**config.mk**
```make
export PLATFORM = sky130hd
export DESIGN_NAME = noc_initiator_bridge
export DESIGN_NICKNAME = d
export VERILOG_FILES = /design/src/logic/noc_bridge_pkg.sv /design/src/logic/req_arbiter.sv /design/src/logic/req_packetizer.sv /design/src/logic/resp_depacketizer.sv /design/src/logic/noc_initiator_bridge.sv
export VERILOG_INCLUDE_DIRS = /design/src /design/src/include
export SDC_FILE = /design/constraint.sdc
export NUM_CORES = 1
export LEC_CHECK = 0
export ABC_AREA = 1
export ABC_CLOCK_PERIOD_IN_PS = 1200
export BUFFER_PORTS_ARGS = -buffer_cell sky130_fd_sc_hd__buf_2
export CORE_AREA = 8 8 94 96
export CTS_CLUSTER_SIZE = 40
export DETAILED_ROUTE_END_ITERATION = 8
export DIE_AREA = 0 0 102 104
export PLACE_DENSITY_LB_ADDON = 0.15
export SLEW_MARGIN = 20
export SYNTH_ARGS = -nofsm -noshare
export SYNTH_HDL_FRONTEND = slang
export SYNTH_SLANG_ARGS = --single-unit
```
**constraint.sdc**
```tcl
create_clock -name ACLK -period 1.2 [get_ports ACLK]
set_input_delay 0 -clock ACLK [delete_from_list [all_inputs] [get_ports ACLK]]
set_output_delay 0 -clock ACLK [all_outputs]
set_load 0.01 [all_outputs]
```
**src/include/noc_bridge_defs.svh**
```systemverilog
`ifndef NOC_BRIDGE_DEFS_SVH
`define NOC_BRIDGE_DEFS_SVH

// AXI side
`define NB_ADDR_WIDTH 16
`define NB_DATA_WIDTH 32
`define NB_STRB_WIDTH 4
`define NB_ID_WIDTH 4

// Stream side, one flit per beat
`define NB_FLIT_WIDTH 40

`define NB_MESH_X 4
`define NB_MESH_Y 4
`define NB_COORD_X_WIDTH 2
`define NB_COORD_Y_WIDTH 2

// Flit kinds carried on TID
`define NB_KIND_WIDTH 3
`define NB_KIND_ROUTING_HEADER 3'd0
`define NB_KIND_AW_SUBHEADER 3'd1
`define NB_KIND_AR_SUBHEADER 3'd2
`define NB_KIND_W_DATA 3'd3
`define NB_KIND_B_SUBHEADER 3'd4
`define NB_KIND_R_DATA 3'd5

`endif

```
**src/logic/noc_bridge_pkg.sv**
```systemverilog
`include "noc_bridge_defs.svh"

package noc_bridge_pkg;

    localparam int HDR_RSVD_WIDTH =
        `NB_FLIT_WIDTH - 8 - 2 * (`NB_COORD_X_WIDTH + `NB_COORD_Y_WIDTH);
    localparam int SUB_RSVD_WIDTH = `NB_FLIT_WIDTH - (`NB_ID_WIDTH + `NB_ADDR_WIDTH + 8 + 3 + 2);

    typedef enum logic [`NB_KIND_WIDTH-1:0] {
        ROUTING_HEADER = `NB_KIND_ROUTING_HEADER,
        AW_SUBHEADER   = `NB_KIND_AW_SUBHEADER,
        AR_SUBHEADER   = `NB_KIND_AR_SUBHEADER,
        W_DATA         = `NB_KIND_W_DATA,
        B_SUBHEADER    = `NB_KIND_B_SUBHEADER,
        R_DATA         = `NB_KIND_R_DATA
    } flit_kind_e;

    typedef struct packed {
        logic [HDR_RSVD_WIDTH-1:0]       reserved;
        logic [7:0]                      packet_count;
        logic [`NB_COORD_X_WIDTH-1:0]    source_x;
        logic [`NB_COORD_Y_WIDTH-1:0]    source_y;
        logic [`NB_COORD_X_WIDTH-1:0]    dest_x;
        logic [`NB_COORD_Y_WIDTH-1:0]    dest_y;
    } routing_header_t;

    // Same layout for AW and AR
    typedef struct packed {
        logic [SUB_RSVD_WIDTH-1:0] reserved;
        logic [`NB_ID_WIDTH-1:0]   id;
        logic [`NB_ADDR_WIDTH-1:0] addr;
        logic [7:0]                len;
        logic [2:0]                size;
        logic [1:0]                burst;
    } addr_subheader_t;

    typedef struct packed {
        logic [`NB_FLIT_WIDTH-`NB_DATA_WIDTH-1:0] reserved;
        logic [`NB_DATA_WIDTH-1:0]                data;
    } w_flit_t;

    typedef struct packed {
        logic [`NB_FLIT_WIDTH-`NB_ID_WIDTH-1:0] reserved;
        logic [`NB_ID_WIDTH-1:0]                id;
    } b_flit_t;

    typedef struct packed {
        logic [`NB_FLIT_WIDTH-`NB_ID_WIDTH-`NB_DATA_WIDTH-1:0] reserved;
        logic [`NB_ID_WIDTH-1:0]                               id;
        logic [`NB_DATA_WIDTH-1:0]                             data;
    } r_flit_t;

    typedef struct packed {
        logic [`NB_ID_WIDTH-1:0]   id;
        logic [`NB_ADDR_WIDTH-1:0] addr;
        logic [7:0]                len;
        logic [2:0]                size;
        logic [1:0]                burst;
    } axi_addr_t;

    typedef struct packed {
        logic [`NB_DATA_WIDTH-1:0] data;
        logic [`NB_STRB_WIDTH-1:0] strb;
        logic                      last;
    } axi_w_t;

    typedef struct packed {
        logic [`NB_ID_WIDTH-1:0] id;
    } axi_b_t;

    typedef struct packed {
        logic [`NB_ID_WIDTH-1:0]   id;
        logic [`NB_DATA_WIDTH-1:0] data;
        logic                      last;
    } axi_r_t;

    typedef struct packed {
        flit_kind_e                tid;
        logic [`NB_FLIT_WIDTH-1:0] tdata;
        logic [`NB_STRB_WIDTH-1:0] tstrb;
        logic                      tlast;
    } axis_flit_t;

    typedef enum logic [1:0] {SEND_HEADER, SEND_AW, SEND_AR, SEND_W} req_state_e;

    typedef enum logic {REQ_AW, REQ_AR} req_kind_e;

endpackage

```
**src/logic/req_arbiter.sv**
```systemverilog
`timescale 1ns/1ps

module req_arbiter (
    input  logic                      ACLK,
    input  logic                      ARESETn,
    input  logic                      aw_valid_i,
    input  logic                      ar_valid_i,
    input  logic                      packet_done_i,
    output logic                      grant_valid_o,
    output noc_bridge_pkg::req_kind_e grant_kind_o
);

    logic                      locked_q;
    logic                      ar_first_q;  // AR wins a tie when set
    noc_bridge_pkg::req_kind_e grant_q;
    noc_bridge_pkg::req_kind_e pick;

    always_comb begin
        if (aw_valid_i && ar_valid_i) begin
            pick = ar_first_q ? noc_bridge_pkg::REQ_AR : noc_bridge_pkg::REQ_AW;
        end
        else if (ar_valid_i) begin
            pick = noc_bridge_pkg::REQ_AR;
        end
        else begin
            pick = noc_bridge_pkg::REQ_AW;
        end
    end

    // Unlocked grant is combinational so the header goes out in the request cycle
    assign grant_valid_o = locked_q || aw_valid_i || ar_valid_i;
    assign grant_kind_o  = locked_q ? grant_q : pick;

    always_ff @(posedge ACLK or negedge ARESETn) begin
        if (!ARESETn) begin
            locked_q   <= 1'b0;
            ar_first_q <= 1'b0;
            grant_q    <= noc_bridge_pkg::REQ_AW;
        end
        else if (locked_q) begin
            if (packet_done_i) begin
                locked_q   <= 1'b0;
                ar_first_q <= (grant_q == noc_bridge_pkg::REQ_AW);  // Other kind goes next
            end
        end
        else if (aw_valid_i || ar_valid_i) begin
            locked_q <= 1'b1;
            grant_q  <= pick;
        end
    end

    a_done_when_locked: assert property (@(posedge ACLK) disable iff (!ARESETn)
        packet_done_i |-> locked_q);

    // Covers the cycle where the combinational grant is captured into the lock
    a_grant_held: assert property (@(posedge ACLK) disable iff (!ARESETn)
        grant_valid_o && !packet_done_i |=> grant_valid_o && $stable(grant_kind_o));

endmodule

```
**src/logic/req_packetizer.sv**
```systemverilog
`timescale 1ns/1ps
`include "noc_bridge_defs.svh"

module req_packetizer #(
    parameter int ROUTER_X = 0,
    parameter int ROUTER_Y = 0
) (
    input  logic                       ACLK,
    input  logic                       ARESETn,
    input  logic                       grant_valid_i,
    input  noc_bridge_pkg::req_kind_e  grant_kind_i,
    input  noc_bridge_pkg::axi_addr_t  aw_i,
    input  noc_bridge_pkg::axi_addr_t  ar_i,
    input  logic                       aw_valid_i,
    input  logic                       ar_valid_i,
    input  noc_bridge_pkg::axi_w_t     w_i,
    input  logic                       w_valid_i,
    input  logic                       req_ready_i,
    output logic                       aw_ready_o,
    output logic                       ar_ready_o,
    output logic                       w_ready_o,
    output noc_bridge_pkg::axis_flit_t req_flit_o,
    output logic                       req_valid_o,
    output logic                       packet_done_o
);

    noc_bridge_pkg::req_state_e      state_q, state_d;
    noc_bridge_pkg::axi_addr_t       granted;
    noc_bridge_pkg::routing_header_t header;
    noc_bridge_pkg::w_flit_t         w_flit;
    logic [`NB_ID_WIDTH-1:0]         dest_idx;

    function automatic noc_bridge_pkg::addr_subheader_t pack_addr(
        input noc_bridge_pkg::axi_addr_t a
    );
        noc_bridge_pkg::addr_subheader_t s;
        s          = '0;
        s.id       = a.id;
        s.addr     = a.addr;
        s.len      = a.len;
        s.size     = a.size;
        s.burst    = a.burst;
        return s;
    endfunction

    assign granted  = (grant_kind_i == noc_bridge_pkg::REQ_AW) ? aw_i : ar_i;
    assign dest_idx = granted.id - 1'b1;  // Node IDs count from 1, row by row

    always_comb begin
        header              = '0;
        header.packet_count = (grant_kind_i == noc_bridge_pkg::REQ_AW) ? aw_i.len + 8'd2 : 8'd1;
        header.source_x     = `NB_COORD_X_WIDTH'(ROUTER_X);
        header.source_y     = `NB_COORD_Y_WIDTH'(ROUTER_Y);
        header.dest_x       = `NB_COORD_X_WIDTH'(dest_idx % `NB_MESH_X);
        header.dest_y       = `NB_COORD_Y_WIDTH'((dest_idx / `NB_MESH_X) % `NB_MESH_Y);
    end

    always_comb begin
        w_flit      = '0;
        w_flit.data = w_i.data;
    end

    always_ff @(posedge ACLK or negedge ARESETn) begin
        if (!ARESETn) begin
            state_q <= noc_bridge_pkg::SEND_HEADER;
        end
        else begin
            state_q <= state_d;
        end
    end

    always_comb begin
        state_d          = state_q;
        req_flit_o       = '0;
        req_flit_o.tstrb = '1;
        req_valid_o      = 1'b0;
        aw_ready_o       = 1'b0;
        ar_ready_o       = 1'b0;
        w_ready_o        = 1'b0;
        packet_done_o    = 1'b0;

        case (state_q)
            noc_bridge_pkg::SEND_HEADER: begin
                req_flit_o.tid   = noc_bridge_pkg::ROUTING_HEADER;
                req_flit_o.tdata = header;
                req_valid_o      = grant_valid_i;
                if (grant_valid_i && req_ready_i) begin
                    state_d = (grant_kind_i == noc_bridge_pkg::REQ_AW) ?
                              noc_bridge_pkg::SEND_AW : noc_bridge_pkg::SEND_AR;
                end
            end
            noc_bridge_pkg::SEND_AW: begin
                req_flit_o.tid   = noc_bridge_pkg::AW_SUBHEADER;
                req_flit_o.tdata = pack_addr(aw_i);
                req_valid_o      = aw_valid_i;
                aw_ready_o       = req_ready_i;
                if (aw_valid_i && req_ready_i) begin
                    state_d = noc_bridge_pkg::SEND_W;
                end
            end
            noc_bridge_pkg::SEND_W: begin
                req_flit_o.tid   = noc_bridge_pkg::W_DATA;
                req_flit_o.tdata = w_flit;
                req_flit_o.tstrb = w_i.strb;
                req_flit_o.tlast = w_i.last;
                req_valid_o      = w_valid_i;
                w_ready_o        = req_ready_i;
                if (w_valid_i && req_ready_i && w_i.last) begin
                    packet_done_o = 1'b1;
                    state_d       = noc_bridge_pkg::SEND_HEADER;
                end
            end
            noc_bridge_pkg::SEND_AR: begin
                req_flit_o.tid   = noc_bridge_pkg::AR_SUBHEADER;
                req_flit_o.tdata = pack_addr(ar_i);
                req_flit_o.tlast = 1'b1;  // A read request is header plus this flit
                req_valid_o      = ar_valid_i;
                ar_ready_o       = req_ready_i;
                if (ar_valid_i && req_ready_i) begin
                    packet_done_o = 1'b1;
                    state_d       = noc_bridge_pkg::SEND_HEADER;
                end
            end
            default: begin
                state_d = noc_bridge_pkg::SEND_HEADER;
            end
        endcase
    end

    // Relies on the arbiter lock and on the master holding its payload
    a_flit_stable: assert property (@(posedge ACLK) disable iff (!ARESETn)
        req_valid_o && !req_ready_i |=> $stable(req_flit_o));

endmodule

```
**src/logic/resp_depacketizer.sv**
```systemverilog
`timescale 1ns/1ps

module resp_depacketizer (
    input  noc_bridge_pkg::axis_flit_t resp_flit_i,
    input  logic                       resp_valid_i,
    input  logic                       b_ready_i,
    input  logic                       r_ready_i,
    output logic                       resp_ready_o,
    output noc_bridge_pkg::axi_b_t     b_o,
    output logic                       b_valid_o,
    output noc_bridge_pkg::axi_r_t     r_o,
    output logic                       r_valid_o
);

    noc_bridge_pkg::b_flit_t b_flit;
    noc_bridge_pkg::r_flit_t r_flit;

    assign b_flit = resp_flit_i.tdata;
    assign r_flit = resp_flit_i.tdata;

    always_comb begin
        resp_ready_o = 1'b1;  // Headers and unknown kinds drain at once
        b_o          = '0;
        b_valid_o    = 1'b0;
        r_o          = '0;
        r_valid_o    = 1'b0;

        if (resp_valid_i) begin
            case (resp_flit_i.tid)
                noc_bridge_pkg::B_SUBHEADER: begin
                    resp_ready_o = b_ready_i;
                    b_valid_o    = 1'b1;
                    b_o.id       = b_flit.id;
                end
                noc_bridge_pkg::R_DATA: begin
                    resp_ready_o = r_ready_i;
                    r_valid_o    = 1'b1;
                    r_o.id       = r_flit.id;
                    r_o.data     = r_flit.data;
                    r_o.last     = resp_flit_i.tlast;  // Burst end rides on TLAST
                end
                default: begin
                    resp_ready_o = 1'b1;
                end
            endcase
        end
    end

endmodule

```
**src/logic/noc_initiator_bridge.sv**
```systemverilog
`timescale 1ns/1ps

module noc_initiator_bridge #(
    parameter int ROUTER_X = 0,
    parameter int ROUTER_Y = 0
) (
    input  logic                       ACLK,
    input  logic                       ARESETn,
    input  noc_bridge_pkg::axi_addr_t  aw_i,
    input  logic                       aw_valid_i,
    output logic                       aw_ready_o,
    input  noc_bridge_pkg::axi_addr_t  ar_i,
    input  logic                       ar_valid_i,
    output logic                       ar_ready_o,
    input  noc_bridge_pkg::axi_w_t     w_i,
    input  logic                       w_valid_i,
    output logic                       w_ready_o,
    output noc_bridge_pkg::axi_b_t     b_o,
    output logic                       b_valid_o,
    input  logic                       b_ready_i,
    output noc_bridge_pkg::axi_r_t     r_o,
    output logic                       r_valid_o,
    input  logic                       r_ready_i,
    output noc_bridge_pkg::axis_flit_t req_flit_o,
    output logic                       req_valid_o,
    input  logic                       req_ready_i,
    input  noc_bridge_pkg::axis_flit_t resp_flit_i,
    input  logic                       resp_valid_i,
    output logic                       resp_ready_o
);

    logic                      grant_valid;
    noc_bridge_pkg::req_kind_e grant_kind;
    logic                      packet_done;

    req_arbiter u_req_arbiter (
        .ACLK          (ACLK),
        .ARESETn       (ARESETn),
        .aw_valid_i    (aw_valid_i),
        .ar_valid_i    (ar_valid_i),
        .packet_done_i (packet_done),
        .grant_valid_o (grant_valid),
        .grant_kind_o  (grant_kind)
    );

    req_packetizer #(
        .ROUTER_X (ROUTER_X),
        .ROUTER_Y (ROUTER_Y)
    ) u_req_packetizer (
        .ACLK          (ACLK),
        .ARESETn       (ARESETn),
        .grant_valid_i (grant_valid),
        .grant_kind_i  (grant_kind),
        .aw_i          (aw_i),
        .ar_i          (ar_i),
        .aw_valid_i    (aw_valid_i),
        .ar_valid_i    (ar_valid_i),
        .w_i           (w_i),
        .w_valid_i     (w_valid_i),
        .req_ready_i   (req_ready_i),
        .aw_ready_o    (aw_ready_o),
        .ar_ready_o    (ar_ready_o),
        .w_ready_o     (w_ready_o),
        .req_flit_o    (req_flit_o),
        .req_valid_o   (req_valid_o),
        .packet_done_o (packet_done)
    );

    resp_depacketizer u_resp_depacketizer (
        .resp_flit_i  (resp_flit_i),
        .resp_valid_i (resp_valid_i),
        .b_ready_i    (b_ready_i),
        .r_ready_i    (r_ready_i),
        .resp_ready_o (resp_ready_o),
        .b_o          (b_o),
        .b_valid_o    (b_valid_o),
        .r_o          (r_o),
        .r_valid_o    (r_valid_o)
    );

    // One response flit can only feed one AXI channel
    a_b_r_exclusive: assert property (@(posedge ACLK) disable iff (!ARESETn)
        !(b_valid_o && r_valid_o));

endmodule

```
==> results of run 1 <==
==> per-stage QoR <==
stage / instances / total power [W] / hold WS (ps) / util
5_1_grt: 729 / 0.00924 / 136 / 0.555
4_1_cts: 726 / 0.00789 / 113 / 0.520
2_1_floorplan: 350 / 0.00312 / -296 / -
3_3_place_gp: 706 / 0.00558 / -178 / 0.433
6_report: 729 / 0.00860 / 110 / 0.555
3_5_place_dp: 706 / 0.00561 / -178 / 0.433
==> Yosys cell counts <==
master	instances	area, um^2
a22o_1	2	17.5
o221ai_1	3	26.3
o211ai_1	1	7.51
o21ai_1	2	10.0
inv_1	59	221
o2111ai_1	2	17.5
a21oi_1	9	45.0
nand2_1	108	405
nand2_2	6	37.5
inv_4	1	6.26
or2_2	5	31.3
nand4_1	9	56.3
buf_6	2	22.5
nor2_1	54	203
nor2_4	1	11.3
xnor2_1	1	8.76
a22oi_1	1	7.51
inv_2	4	15.0
buf_2	9	45.0
dfrtp_1	5	125
ha_1	2	25.0
clkbuf_1	2	7.51
buf_4	9	67.6
dlygate4sd1_1	1	8.76
nand2_4	1	11.3
conb_1	1	3.75
nor2_2	2	12.5
o21ai_2	2	17.5
o22ai_1	1	6.26
nor3_4	1	16.3
a221oi_1	3	26.3
nand3_1	30	150
o21ai_0	4	20.0
==> worst max-delay path, stage by stage (launching register included) <==
cell     delay [ps]
dfrtp_1         370
inv_1            50
nand2_1          50
nand2_2         130
nand2_4          80
nand2_2          60
nand2_2          80
ha_4            240
a22oi_2         160
buf_2           150
==> how the worst max path moves through the flow <==
stage / startpoint / endpoint / slack, ps / cells after the start
3_3_place_gp: u_req_arbiter.ar_first_q / req_flit_o[8] / -210 / 9
6_report: u_req_arbiter.ar_first_q / req_flit_o[8] / -400 / 9
4_1_cts: u_req_arbiter.locked_q / req_flit_o[8] / -420 / 8
3_5_place_dp: u_req_arbiter.ar_first_q / req_flit_o[8] / -230 / 9
5_1_grt: u_req_arbiter.ar_first_q / req_flit_o[20] / -530 / 10
2_1_floorplan: u_req_arbiter.locked_q / req_flit_o[8] / -100 / 7
==> where the power goes <==
group	switching [W]	internal (W)	total, W	leakage [nW]
Sequential	0.0000994	0.000259	0.000358	0.0555
Combinational	0.00389	0.00404	0.00793	2.58
Clock	0.0000800	0.000228	0.000308	0.0228
==> routing by layer <==
| metal | share of wire | up-vias |
|---|---|---|
| met1 | 0.37 | 1410 |
| met4 | 0.016 | 0 |
| met5 | 0 | - |
| met3 | 0.070 | 18 |
| met2 | 0.55 | 118 |
| li1 | - | 1614 |
==> cell type report <==
cell class / count / area share
clock buffers: 4 / 0.0109
inverters: 64 / 0.0606
multi-input cells: 258 / 0.393
flip-flops and latches: 5 / 0.0309
well taps: 102 / 0.0309
repair buffers: 296 / 0.474
==> flip-flops by register name, summed over array words and instances (netlist names) <==
register and flops:
u_req_arbiter.ar_first_q 1, u_req_arbiter.grant_q 1, u_req_arbiter.locked_q 1, u_req_packetizer.state_q 2
==> kinds of logic after synthesis <==
group	share of synthesized area
compound gates	0.119
xor+xnor	0.00517
fa+ha+maj	0.0148
buf+inv	0.233
flops	0.0739
other cells	0.00222
simple gates	0.552
==> what timing repair did <==
| action | 4_1_cts | 5_1_grt |
|---|---|---|
| buffers inserted | 13 | 6 |
| hold buffers | 1 | 0 |
| resized for setup | 102 | 62 |
| hold endpoints to repair | 5 | 0 |
| cloned | 4 | 1 |
| endpoints found under the setup margin | 45 | 45 |
| pin swaps | 10 | 16 |
==> impl_metrics.json, run 1 <==
{
  "status": "finished with violations",
  "violations": "setup timing",
  "fmax_mhz": 624,
  "die_x_um": 102,
  "drc_errors": 0,
  "arrival_ps": 1600,
  "clk_pin_slew_worst_paths_ps": 30,
  "grt_pass1_vias": 3350,
  "nFillCells": 779,
  "worstSetupEndpointType": "primary output",
  "dr.pass1.iters": 4,
  "maxSlewViolCount": 0,
  "clock-sinks": 5,
  "ys_warn_count": 0,
  "io_pins": 256,
  "syn_area_um2": 1690,
  "grt_overflow": 0,
  "worstPathRequired_ps": 1200,
  "grt.busiest_layer": "met2",
  "syn_inst": 343,
  "multi_input_comb_area_um2": 1630,
  "min_path_type": "in -> reg",
  "ant_nets": 0,
  "layout_setup_ws_ps": -402,
  "r2r_end": "u_req_arbiter.ar_first_q",
  "use_met1": 0.194,
  "viasPerCell": 4.33,
  "critPathMaxFanout": 5,
  "gp_congestion": 0.831,
  "hold_start": "aw_valid_i",
  "diodes": 0,
  "whs_path_depth": 4,
  "dp_worst_setup_slack_ps": -228,
  "syn2layout_area_growth_pct": 144,
  "power.density_nw_per_um2": 2080,
  "setup_viol": 45,
  "vias": 3160,
  "layout-drive-gt1-share": 0.633,
  "ys_seq_elements": 5,
  "finalCritPeriodShare": 1.34,
  "worstSetupPathType": "reg -> out",
  "period_needed_ps": 1600,
  "r2r_slack_ps": -250,
  "post_drt_wl_per_cell_um": 14.8,
  "finClkSkew_ps": 2.35,
  "ir_drop_uv": 653,
  "fin_area_um2": 4130,
  "met3_usage": 0.0475,
  "placed_area_um2": 3230,
  "core-area_um2": 7450,
  "rsz0062_at_grt": "yes",
  "cts-root-buf": "clkbuf_8",
  "start_util": 0.227,
  "start_kind": "flip-flop",
  "grt_use_met2": 0.354,
  "mostFrequentLayoutCell": "buf_2",
  "synth.distinct_cells": 33,
  "place_hpwl_um": 8480,
  "finalHoldViolCount": 0,
  "reg2regPathDepth": 9,
  "rr_startpoint": "u_req_packetizer.state_q[0]",
  "io_buffers": 239,
  "core.rowCount": 32,
  "wl_um": 10800,
  "min_to": "u_req_arbiter.grant_q",
  "die_h_um": 104,
  "syn_avg_cell_area_um2": 4.94,
  "clockBufferDepth": 2,
  "cts_tree": "yes",
  "num-nets-final": 790,
  "grt_pass1_wl_um": 16100,
  "cts_buffers": 3,
  "htreeDepth": 1,
  "die-area_um2": 10600,
  "drtIter0Drc": 79,
  "grt_use_total": 0.187,
  "clock_latency_ps": 220,
  "synth_seq_area_share": 0.0739,
  "cap_violations": 0,
  "grt_max_degree": 39,
  "final_cell_mix": "buf_2 (216), nand2_1 (69), inv_1 (58)",
  "p_leak_nw": 2.66,
  "tns_ps": -12340,
  "antenna_found_initial": 0,
  "seqCellArea_um2": 128
}
Power figures use the tool's default switching activity.
==> inputs of run 2 (changes only) <==
--- a/config.mk
+++ b/config.mk
@@ -10,6 +10,7 @@
 export ABC_CLOCK_PERIOD_IN_PS = 1200
 export BUFFER_PORTS_ARGS = -buffer_cell sky130_fd_sc_hd__buf_2
 export CORE_AREA = 8 8 94 96
+export CTS_BUF_LIST = sky130_fd_sc_hd__clkbuf_4 sky130_fd_sc_hd__clkbuf_8 sky130_fd_sc_hd__clkbuf_16
 export CTS_CLUSTER_SIZE = 40
 export DETAILED_ROUTE_END_ITERATION = 8
 export DIE_AREA = 0 0 102 104
==> run 2 against run 1 <==
The flow still finishes with violations (setup timing). Final cell count decreased by 0.27%. Combinational power decreased by 0.6%. Flip-flop and latch count unchanged. Clock-buffer cell count unchanged. Global-route usage decreased by 0.26 points. Sequential share of layout area about the same. Via count increased by 0.32%. Critical path type unchanged. Largest cell class unchanged.
==> impl_metrics.json, run 2 (synthesis results as in run 1) <==
{
  "rsz0062_at_grt": "yes",
  "gp_congestion": 0.831,
  "finalHoldViolCount": 0,
  "htreeDepth": 1,
  "grt_pass1_wl_um": 15900,
  "status": "finished with violations",
  "drtIter0Drc": 57,
  "p_leak_nw": 2.66,
  "worstSetupPathType": "reg -> out",
  "io_pins": 256,
  "drc_errors": 0,
  "clock-sinks": 5,
  "fin_cells": 727,
  "vias": 3170,
  "dr.pass1.iters": 4,
  "min_path_type": "in -> reg",
  "use_met1": 0.194,
  "start_kind": "flip-flop",
  "place_hpwl_um": 8480,
  "largest_reg_flops": 2,
  "grt.busiest_layer": "met2",
  "grt_overflow": 0,
  "cts-root-buf": "clkbuf_8",
  "maxSlewViolCount": 0,
  "period_needed_ps": 1620,
  "layout-drive-gt1-share": 0.645,
  "finalCritPeriodShare": 1.35,
  "final_cell_mix": "buf_2 (216), nand2_1 (61), inv_1 (58)",
  "r2r_slack_ps": -300,
  "met3_usage": 0.0462,
  "grt_use_total": 0.184,
  "start_util": 0.227,
  "placed_area_um2": 3230,
  "core-area_um2": 7450,
  "cts_tree": "yes",
  "post_drt_wl_per_cell_um": 14.8,
  "core.rowCount": 32,
  "hold_slack_ps": 111,
  "syn2layout_area_growth_pct": 144,
  "clockBufferDepth": 2,
  "top_register": "u_req_packetizer.state_q",
  "die_h_um": 104,
  "io_buffers": 239,
  "grt_use_met2": 0.350,
  "violations": "setup timing",
  "worstPathRequired_ps": 1200,
  "cap_violations": 0,
  "clk_pin_slew_worst_paths_ps": 40,
  "viasPerCell": 4.36,
  "grt_max_degree": 39,
  "die_x_um": 102,
  "grt_pass1_vias": 3327,
  "diodes": 0,
  "p_total_w": 0.00858,
  "setup_viol": 45,
  "cts_buffers": 3,
  "ir_drop_uv": 776,
  "fmax_mhz": 617,
  "mostFrequentLayoutCell": "buf_2",
  "antenna_found_initial": 0,
  "ant_nets": 0,
  "worstSetupEndpointType": "primary output",
  "num-nets-final": 788,
  "layout_setup_ws_ps": -421,
  "fin_area_um2": 4140,
  "arrival_ps": 1620,
  "finClkSkew_ps": 2.13,
  "clock_latency_ps": 220,
  "wl_um": 10800,
  "dp_cells": 706,
  "critPathMaxFanout": 6,
  "die-area_um2": 10600,
  "power.density_nw_per_um2": 2070
}
[run 2: cell count changes in the layout (fill, tap and decap cells not counted), moves of 2 or more]
cell     previous run  this run
nand2_1            69        61
nand2_2            21        28
buf_6              42        38
buf_8               1         3
[run 2: timing repair]
action | 4_1_cts | 5_1_grt
gates cloned | 4 | 1
pin swaps | 11 | 23
endpoints found under the hold margin | 5 | 0
gates resized for setup | 93 | 77
hold buffers | 1 | 0
endpoints found under the setup margin | 45 | 45
buffers inserted | 13 | 3
[run 2: worst max-delay path: stages (launching register included)]
cell	delay, ps
dfrtp_2	450
buf_6	140
nor2_4	230
buf_6	160
buf_8	120
a21oi_1	80
nand2_1	90
buf_2	140
[run 2: power by group]
part	leakage (nW)	internal, W	switching, W
Combinational	2.58	0.00400	0.00388
Sequential	0.0555	0.000259	0.000104
Clock	0.0262	0.000251	0.0000871
Total	2.66	0.00451	0.00408
[run 2: path summary, 6_finish.rpt]
check / start / end / cells after the start
setup / recovery: u_req_packetizer.state_q[1] / req_flit_o[6] / 7
hold / removal: aw_valid_i / u_req_arbiter.grant_q / 4
setup reg to reg: u_req_packetizer.state_q[0] / u_req_arbiter.ar_first_q / 10
hold reg to reg: u_req_arbiter.grant_q / u_req_arbiter.ar_first_q / 2
max in group asynchronous: ARESETn / u_req_packetizer.state_q[1] / 2
min in group asynchronous: ARESETn / u_req_arbiter.ar_first_q / 2
[run 2: area by class of cell]
class | count | area (um^2)
multi-input cells | 258 | 1640
clock buffers | 4 | 48.8
well taps | 102 | 128
repair buffers | 294 | 1940
inverters | 64 | 248
flip-flops and latches | 5 | 128
fillers | 782 | 3310
[run 2: metal layers]
metal / vias to the layer above / routed length (um) / share of wire
li1: 1613 / - / -
met1: 1426 / 4010 / 0.37
met2: 115 / 5890 / 0.55
met3: 16 / 722 / 0.067
met4: 0 / 158 / 0.015
met5: - / 0 / 0
[run 2: metrics by stage]
step	util	worst slack, ps	setup TNS [ps]
finish	0.556	-421	-13290
global route	0.556	-526	-16600
CTS	0.514	-416	-13110
detailed placement	0.433	-228	-5560
global placement	0.433	-215	-4240
floorplan	-	-98.5	-252
